[src/hw/lsu_pkg.sv]
// lsu package
// shared data-format encoding and address / memory sizing constants
// for the load/store path

package lsu_pkg;

  // byte address width seen by the core
  localparam int ADDR_W = 32;

  // data word width, four byte lanes
  localparam int DATA_W = 32;

  // memory depth in 32-bit words
  localparam int MEM_WORDS = 256;

  // word index width, address bits 9..2 with the default depth
  localparam int WORD_ADDR_W = $clog2(MEM_WORDS);

  // RISC-V funct3 width encoding for loads and stores
  // bit 2 set means zero extension on loads
  typedef enum logic [2:0] {
    fmt_byte   = 3'b000,
    fmt_half   = 3'b001,
    fmt_word   = 3'b010,
    fmt_byte_u = 3'b100,
    fmt_half_u = 3'b101
  } data_format_t;

  // 011, 110 and 111 are left unnamed and are treated as invalid

endpackage

[src/hw/data_bus_if.sv]
// data bus between the access pipeline and the word RAM
// word address, write strobe with byte enables, write and read data

`timescale 1ns/1ps

interface data_bus_if;

  // word index, low two byte-address bits already stripped
  logic [lsu_pkg::WORD_ADDR_W-1:0] word_address;
  logic                            write_enable;
  // one enable per byte lane
  logic [3:0]                      byte_enable;
  logic [lsu_pkg::DATA_W-1:0]      write_data;
  // combinational read of word_address
  logic [lsu_pkg::DATA_W-1:0]      read_data;

  // pipeline side
  modport master (
    output word_address,
    output write_enable,
    output byte_enable,
    output write_data,
    input  read_data
  );

  // RAM side
  modport memory (
    input  word_address,
    input  write_enable,
    input  byte_enable,
    input  write_data,
    output read_data
  );

endinterface

[src/hw/data_memory_interface.sv]
// data memory interface
// places store data on its byte lanes and forms byte enables,
// shifts load data down and sign- or zero-extends it

`timescale 1ns/1ps

module data_memory_interface (
  input  logic [lsu_pkg::ADDR_W-1:0] address,
  input  lsu_pkg::data_format_t      data_format,
  input  logic [lsu_pkg::DATA_W-1:0] write_data,
  input  logic [lsu_pkg::DATA_W-1:0] bus_read_data,
  output logic [lsu_pkg::DATA_W-1:0] bus_write_data,
  output logic [3:0]                 bus_byte_enable,
  output logic [lsu_pkg::DATA_W-1:0] read_data
);

  // byte offset inside the word
  logic [1:0] offset;
  // shift amount in bits, offset times eight
  logic [4:0] bit_shift;
  // raw format code, bit 2 picks zero extension
  logic [2:0] fmt_code;
  logic       zero_ext;

  assign offset    = address[1:0];
  assign bit_shift = {offset, 3'b000};
  assign fmt_code  = data_format;
  assign zero_ext  = fmt_code[2];

  // store data moves up to its lanes
  assign bus_write_data = write_data << bit_shift;

  // byte enables
  always_comb begin
    case (data_format)
      lsu_pkg::fmt_byte,
      lsu_pkg::fmt_byte_u: bus_byte_enable = 4'b0001 << offset;
      lsu_pkg::fmt_half,
      lsu_pkg::fmt_half_u: bus_byte_enable = 4'b0011 << offset;
      lsu_pkg::fmt_word:   bus_byte_enable = 4'b1111 << offset;
      // unknown code, no lanes
      default:             bus_byte_enable = 4'b0000;
    endcase
  end

  // load alignment and extension
  always_comb begin
    logic [lsu_pkg::DATA_W-1:0] shifted;
    logic                       fill;
    // bring the addressed lane down to bit 0
    shifted = bus_read_data >> bit_shift;
    fill    = 1'b0;
    case (data_format)
      lsu_pkg::fmt_byte,
      lsu_pkg::fmt_byte_u: begin
        // lb copies bit 7, lbu fills zeros
        fill      = ~zero_ext & shifted[7];
        read_data = {{24{fill}}, shifted[7:0]};
      end
      lsu_pkg::fmt_half,
      lsu_pkg::fmt_half_u: begin
        // lh copies bit 15, lhu fills zeros
        fill      = ~zero_ext & shifted[15];
        read_data = {{16{fill}}, shifted[15:0]};
      end
      lsu_pkg::fmt_word: begin
        read_data = shifted;
      end
      default: begin
        // dropped as an error upstream, drive zeros
        read_data = '0;
      end
    endcase
  end

endmodule

[src/hw/mem_access_pipeline.sv]
// memory access pipeline
// stage one registers the core request, checks alignment and format
// and drives the data bus; stage two registers the load result

`timescale 1ns/1ps

module mem_access_pipeline (
  input  logic                       clock,
  input  logic                       rst,
  input  logic                       req_valid,
  input  logic                       req_write,
  input  logic [lsu_pkg::ADDR_W-1:0] req_address,
  input  lsu_pkg::data_format_t      req_format,
  input  logic [lsu_pkg::DATA_W-1:0] req_write_data,
  output logic                       read_valid,
  output logic [lsu_pkg::DATA_W-1:0] read_data,
  output logic                       access_error,
  data_bus_if.master                 bus
);

  // stage one request
  logic                       s1_valid;
  logic                       s1_write;
  logic [lsu_pkg::ADDR_W-1:0] s1_address;
  lsu_pkg::data_format_t      s1_format;
  logic [lsu_pkg::DATA_W-1:0] s1_write_data;

  // stage one decode
  logic                       format_ok;
  logic                       misaligned;
  logic                       legal;
  logic [lsu_pkg::DATA_W-1:0] load_data;

  // control part of stage one
  always_ff @(posedge clock) begin
    if (rst) begin
      s1_valid <= 1'b0;
    end else begin
      s1_valid <= req_valid;
    end
  end

  // payload, only meaningful while s1_valid
  always_ff @(posedge clock) begin
    s1_write      <= req_write;
    s1_address    <= req_address;
    s1_format     <= req_format;
    s1_write_data <= req_write_data;
  end

  // format validity and alignment
  always_comb begin
    format_ok  = 1'b0;
    misaligned = 1'b0;
    case (s1_format)
      lsu_pkg::fmt_byte,
      lsu_pkg::fmt_byte_u: begin
        format_ok = 1'b1;
      end
      lsu_pkg::fmt_half,
      lsu_pkg::fmt_half_u: begin
        format_ok  = 1'b1;
        misaligned = s1_address[0];
      end
      lsu_pkg::fmt_word: begin
        format_ok  = 1'b1;
        misaligned = (s1_address[1:0] != 2'b00);
      end
      default: begin
        format_ok = 1'b0;
      end
    endcase
  end

  // no lane wrap, bad requests are dropped
  assign legal = format_ok & ~misaligned;

  // bus control from stage one
  assign bus.word_address = s1_address[lsu_pkg::WORD_ADDR_W+1:2];
  assign bus.write_enable = s1_valid & s1_write & legal;

  // lane placement and load extension
  data_memory_interface u_data_memory_interface (
    .address         (s1_address),
    .data_format     (s1_format),
    .write_data      (s1_write_data),
    .bus_read_data   (bus.read_data),
    .bus_write_data  (bus.write_data),
    .bus_byte_enable (bus.byte_enable),
    .read_data       (load_data)
  );

  // stage two, flags are one-cycle pulses
  always_ff @(posedge clock) begin
    if (rst) begin
      read_valid   <= 1'b0;
      access_error <= 1'b0;
    end else begin
      read_valid   <= s1_valid & ~s1_write & legal;
      access_error <= s1_valid & ~legal;
    end
  end

  // load data held until the next load
  always_ff @(posedge clock) begin
    if (s1_valid && !s1_write) begin
      read_data <= load_data;
    end
  end

  // a write always hits at least one lane
  a_write_has_lanes : assert property (
    @(posedge clock) disable iff (rst)
      bus.write_enable |-> (bus.byte_enable != 4'b0000)
  ) else $error("mem_access_pipeline: write with no byte enable");

endmodule

[src/flat_wrapper.sv]
// flat-port wrapper written by rule: the top's interface ports become plain ports
module mem_access_pipeline_flat 
  (clock, rst, req_valid, req_write, req_address, req_format, req_write_data, read_valid, read_data, access_error, bus_word_address, bus_write_enable, bus_byte_enable, bus_write_data, bus_read_data);
  data_bus_if bus_i ();
  input  logic clock;
  input  logic rst;
  input  logic req_valid;
  input  logic req_write;
  input  logic [lsu_pkg::ADDR_W-1:0] req_address;
  input  lsu_pkg::data_format_t req_format;
  input  logic [lsu_pkg::DATA_W-1:0] req_write_data;
  output logic read_valid;
  output logic [lsu_pkg::DATA_W-1:0] read_data;
  output logic access_error;
  output wire logic [$bits(bus_i.word_address)-1:0] bus_word_address;
  output wire logic [$bits(bus_i.write_enable)-1:0] bus_write_enable;
  output wire logic [$bits(bus_i.byte_enable)-1:0] bus_byte_enable;
  output wire logic [$bits(bus_i.write_data)-1:0] bus_write_data;
  input wire logic [$bits(bus_i.read_data)-1:0] bus_read_data;
  assign bus_word_address = bus_i.word_address;
  assign bus_write_enable = bus_i.write_enable;
  assign bus_byte_enable = bus_i.byte_enable;
  assign bus_write_data = bus_i.write_data;
  assign bus_i.read_data = bus_read_data;
  mem_access_pipeline u_core (.clock(clock), .rst(rst), .req_valid(req_valid), .req_write(req_write), .req_address(req_address), .req_format(req_format), .req_write_data(req_write_data), .read_valid(read_valid), .read_data(read_data), .access_error(access_error), .bus(bus_i));
endmodule
[config.mk]
export PLATFORM = sky130hd
export DESIGN_NAME = mem_access_pipeline_flat
export DESIGN_NICKNAME = d
export VERILOG_FILES = /design/src/hw/lsu_pkg.sv /design/src/hw/data_bus_if.sv /design/src/hw/data_memory_interface.sv /design/src/hw/mem_access_pipeline.sv /design/src/flat_wrapper.sv
export SDC_FILE = /design/constraint.sdc
export NUM_CORES = 1
export LEC_CHECK = 0
export ABC_AREA = 1
export BUFFER_PORTS_ARGS = -buffer_cell sky130_fd_sc_hd__buf_2
export CAP_MARGIN = 5
export CORE_UTILIZATION = 43
export DETAILED_ROUTE_END_ITERATION = 8
export PLACE_DENSITY = 0.85
export SLEW_MARGIN = 10
export SYNTH_ARGS = -nofsm -noshare
export SYNTH_HDL_FRONTEND = slang
export SYNTH_HIERARCHICAL = 1
export SYNTH_SLANG_ARGS = --single-unit
[constraint.sdc]
create_clock -name clock -period 1.4 [get_ports clock]
set_clock_uncertainty 0.1 [all_clocks]
set_input_delay 0.14 -clock clock [delete_from_list [all_inputs] [get_ports clock]]
set_output_delay 0.14 -clock clock [all_outputs]
set_load 0.01 [all_outputs]
Word level (Yosys, flattened, before mapping)

Index checks and enable logic that the tools add are counted.

Output and inout bits: 79
Input bits: 103
Register bits after elaboration: 81

Reduce and logical (&&, ||, !) cells: 7
Bitwise operators: 12
Shift operators: 5
Eq/ne operators: 4
Multiplexer cells: 4

Operator list:

| kind                | count |
|---|---|
| $pmux 32 s3         | 1 |
| $shl 32x5->32       | 1 |
| $shr 32x5->32       | 1 |
| $pmux 4 s3          | 1 |
| $and 1x1->1         | 8 |
| $eq 3x3->1 const B  | 2 |
| $reduce_or 5->1     | 1 |
| $not 1->1           | 4 |
| $reduce_or 2->1     | 2 |
| $shl 1x2->4 const A | 1 |
| $shl 2x2->4 const A | 1 |
| $shl 4x2->4 const A | 1 |
| $eq 3x1->1 const B  | 1 |
| $eq 3x2->1 const B  | 1 |
| $logic_not 3->1     | 1 |
| $pmux 1 s2          | 1 |
| $reduce_bool 2->1   | 1 |
| $logic_and 1x1->1   | 1 |
| $logic_not 1->1     | 1 |
| $mux 1              | 1 |

Depth between registers and ports, before layout

Depth in word-level cells: 7
Gate-level depth with buffers: 6

By module

Netlist, hierarchy kept.

By module, submodules not included:

| module                | cells an instance | times used | seq. area each (um^2) | area each (um^2) |
|---|---|---|---|---|
| mem_access_pipeline   | 129               | 1          | 2382.3                | 2526.2 |
| data_memory_interface | 312               | 1          | 0.0                   | 1445.1 |

Worst setup path before layout

Ideal clock, no wire load.

Path kind: register -> register
Start: register u_core.s1_valid
End: register u_core/read_data[0] (netlist bit) (enable)
Arrival: 0.904 ns
Library setup time: 0.379 ns
Cell stages (with the launch flop): 3
Path buffers: 0
Slack: 0.016 ns
Data required time: 0.921 ns
Clock period less this slack: 1.384 ns
Cells stage by stage: dfxtp_1 > inv_2 > nor2_4

Cells in the longest elaborated chain, start to end: 1

Ends and longest elaborated chain:

| item                   | RTL line                   | RTL |
|---|---|---|
| start, declared        | mem_access_pipeline.sv:22  | `logic s1_valid;` |
| start signal, assigned | mem_access_pipeline.sv:39  | `s1_valid <= req_valid;` |
| $logic_and 1x1->1      | mem_access_pipeline.sv:106 | `if (s1_valid && !s1_write) begin` |
| end signal, assigned   | mem_access_pipeline.sv:107 | `read_data <= load_data;` |
| end, declared          | mem_access_pipeline.sv:16  | `output logic [lsu_pkg::DATA_W-1:0] read_data,` |

No other way between the ends.
A chain may end at the register's enable or synchronous reset.

Worst setup path in the final report

Start: register u_core/s1_address[0] (netlist bit)
End: output port bus_write_data[24]

Cells in the longest elaborated chain, start to end: 1

Ends and longest elaborated chain:

| item                   | RTL line                    | RTL |
|---|---|---|
| start, declared        | mem_access_pipeline.sv:24   | `logic [lsu_pkg::ADDR_W-1:0] s1_address;` |
| start signal, assigned | mem_access_pipeline.sv:46   | `s1_address <= req_address;` |
| $shl 32x5->32          | data_memory_interface.sv:31 | `assign bus_write_data = write_data << bit_shift;` |
| end, declared          | flat_wrapper.sv:18          | `output wire logic [$bits(bus_i.write_data)-1:0] bus_write_data;` |

No other way between the ends.

==> flow_summary.json <==
{
  "status": "finished, violations left",
  "violations": "setup timing",
  "num_rows": 32,
  "startpoint_type": "flip-flop",
  "die_w_um": 92.6,
  "pwr-share-seq": 0.460,
  "hold_class": "primary input to flip-flop",
  "power_frac_clock": 0.306,
  "rsz0062_at_grt": "true",
  "initial_core_util": 0.450,
  "holdWs_ns": 0.0778,
  "combPwrFrac": 0.234,
  "r2r_cells": 6,
  "r2r_slack_ns": -0.17,
  "area_growth_pct": 78.8,
  "core_um2": 7850,
  "path_buf_inv": 3,
  "cap_violations": 0,
  "powerDensity_nw_per_um2": 895,
  "viasPerCell": 5.53,
  "track_usage": 0.300,
  "worstSetupEndpointType": "output port",
  "antenna_left": 0,
  "hold_violations": 0,
  "arrival_ns": 1.47,
  "numCtsBuffers": 9,
  "overflow": 0,
  "path_delay_family": "buffers and inverters",
  "crit_path_cell_trace": "buf_12, buf_12, o211ai_1, o21ai_1, buf_2",
  "slew_headroom": 0.767,
  "die-area_um2": 8580,
  "worstSetupPathType": "flip-flop to output port",
  "place.port_buffers": 159,
  "grt_max_degree": 34,
  "tightest_slew_ns": 0.349,
  "multi_input_area_um2": 1910,
  "cts_tree": "built",
  "clk_pin_slew_ns": 0.09,
  "cp.depth": 5,
  "cp_max_fo": 8,
  "finalCritPeriodShare": 1.22,
  "p_switching_w": 0.00162,
  "antenna_cells": 0,
  "wl_um": 14200,
  "fp.dieH_um": 92.6,
  "io_pins": 182,
  "grt_pass1_wl_um": 19500,
  "r2r-start": "u_core/s1_address[0]",
  "switching_share": 0.287,
  "via_count": 4200,
  "place_congestion": 0.922,
  "drive_above_1_share": 0.525,
  "vdd_drop_max_uv": 627,
  "cp_slowest_cell": "dfxtp_4",
  "endpoint": "bus_write_data[24]",
  "fin_crit_ns": 1.71,
  "syn_area_per_cell_um2": 8.43,
  "nets": 755,
  "wire_per_inst_um": 18.7,
  "final_cell_mix": "buf_2, nand2_1, dlygate4sd3_1",
  "crit_top_cell": "buf_12",
  "crit_path_start": "u_core/s1_address[0]",
  "drc": 0,
  "max_stage_delay_ns": 0.38,
  "syn-cell-area_um2": 3530,
  "slew_viol_final": 0,
  "drt_iter0_drc": 309,
  "cts_root_buf": "clkbuf_8",
  "power.total_w": 0.00565,
  "required_ns": 1.16,
  "antenna_found_initial": 0,
  "p_int_w": 0.00403,
  "mostFrequentLayoutCell": "buf_2",
  "clkLatencyLatePin_ns": 0.35,
  "setup_viol": 65,
  "worst_slack_ns": -0.312,
  "grt_pass1_vias": 4133,
  "seq_area_um2": 1960,
  "leakage_nw": 3.14,
  "timing.fmax_mhz": 584,
  "clock-sinks": 81,
  "syn_inst": 419,
  "cts_max_path_buffers": 2,
  "syn-num-nets": 522,
  "firstDrtPassIters": 5,
  "num-fill-cells": 461,
  "hpwl_um": 6790,
  "worstReg2RegEnd": "u_core/read_data[21]",
  "synth_warnings": 6,
  "cts_max_level": 3
}
[worst min-delay path by stage]
| stage | to | depth (start not counted) | startpoint |
|---|---|---|---|
| 2_1_floorplan | u_core/s1_address[0] | 0 | req_address[0] |
| 3_3_place_gp | u_core/s1_address[8] | 1 | req_address[8] |
| 3_5_place_dp | u_core/s1_write_data[1] | 1 | req_write_data[1] |
| 4_1_cts | u_core/read_data[6] | 5 | bus_read_data[6] |
| 5_1_grt | u_core/read_data[6] | 5 | bus_read_data[6] |
| 6_report | u_core/read_data[6] | 5 | bus_read_data[6] |
[flip-flops by register name (all words and copies together) (netlist names)]
register / count
u_core/access_error: 1
u_core/read_data: 32
u_core/read_valid: 1
u_core/s1_address: 10
u_core/s1_format: 3
u_core/s1_valid: 1
u_core/s1_write: 1
u_core/s1_write_data: 32
[worst register-to-register path: stages, from the launching register on]
cell	delay, ns
dfxtp_4	0.38
buf_8	0.15
buf_16	0.14
nand2_4	0.06
nand3_4	0.18
nand3_4	0.22
nand3_4	0.09
[metrics by stage]
stage / setup slack, ns / area (µm²) / instances / util / TNS, ns
floorplan: 0.0164 / 3530 / 419 / - / 0
global placement: -0.0141 / 4480 / 668 / 0.571 / -0.0422
detailed placement: -0.0606 / 4480 / 668 / 0.571 / -1.13
CTS: -0.288 / 5800 / 750 / 0.740 / -9.96
global route: -0.364 / 6310 / 759 / 0.805 / -14.85
finish: -0.312 / 6310 / 759 / 0.805 / -12.17
[layout make-up]
class | count | area share
Timing Repair Buffer | 251 | 0.316
Sequential cell | 81 | 0.310
Multi-Input combinational cell | 280 | 0.302
Clock buffer | 13 | 0.0285
Inverter | 29 | 0.0204
Tap cell | 102 | 0.0202
Clock inverter | 3 | 0.00337
[what timing repair did]
item                                    in CTS  in global routing
pin swaps                                   29                 47
hold endpoints to repair                    49                  0
gates resized for setup                    115                 99
setup buffers                                8                  7
cloned                                      11                  4
endpoints found under the setup margin      62                 68
hold buffers                                48                  0
[layer usage]
metal | GRT usage | vias to the layer above | share of wire
met3 | 0.0673 | 84 | 0.086
met1 | 0.293 | 1937 | 0.33
li1 | - | 1837 | -
met4 | 0.177 | 0 | 0.050
met2 | 0.570 | 342 | 0.53
met5 | 0 | - | 0
[power by group through the flow]
stage | sequential [W] | combinational, W | clock [W]
CTS | 0.00259 | 0.00109 | 0.00172
global placement | 0.00263 | 0.000743 | 0
finish | 0.00260 | 0.00132 | 0.00173
floorplan | 0.00264 | 0.000429 | 0
detailed placement | 0.00264 | 0.000767 | 0
global route | 0.00261 | 0.00139 | 0.00185
(Power assumes the default switching activity.)
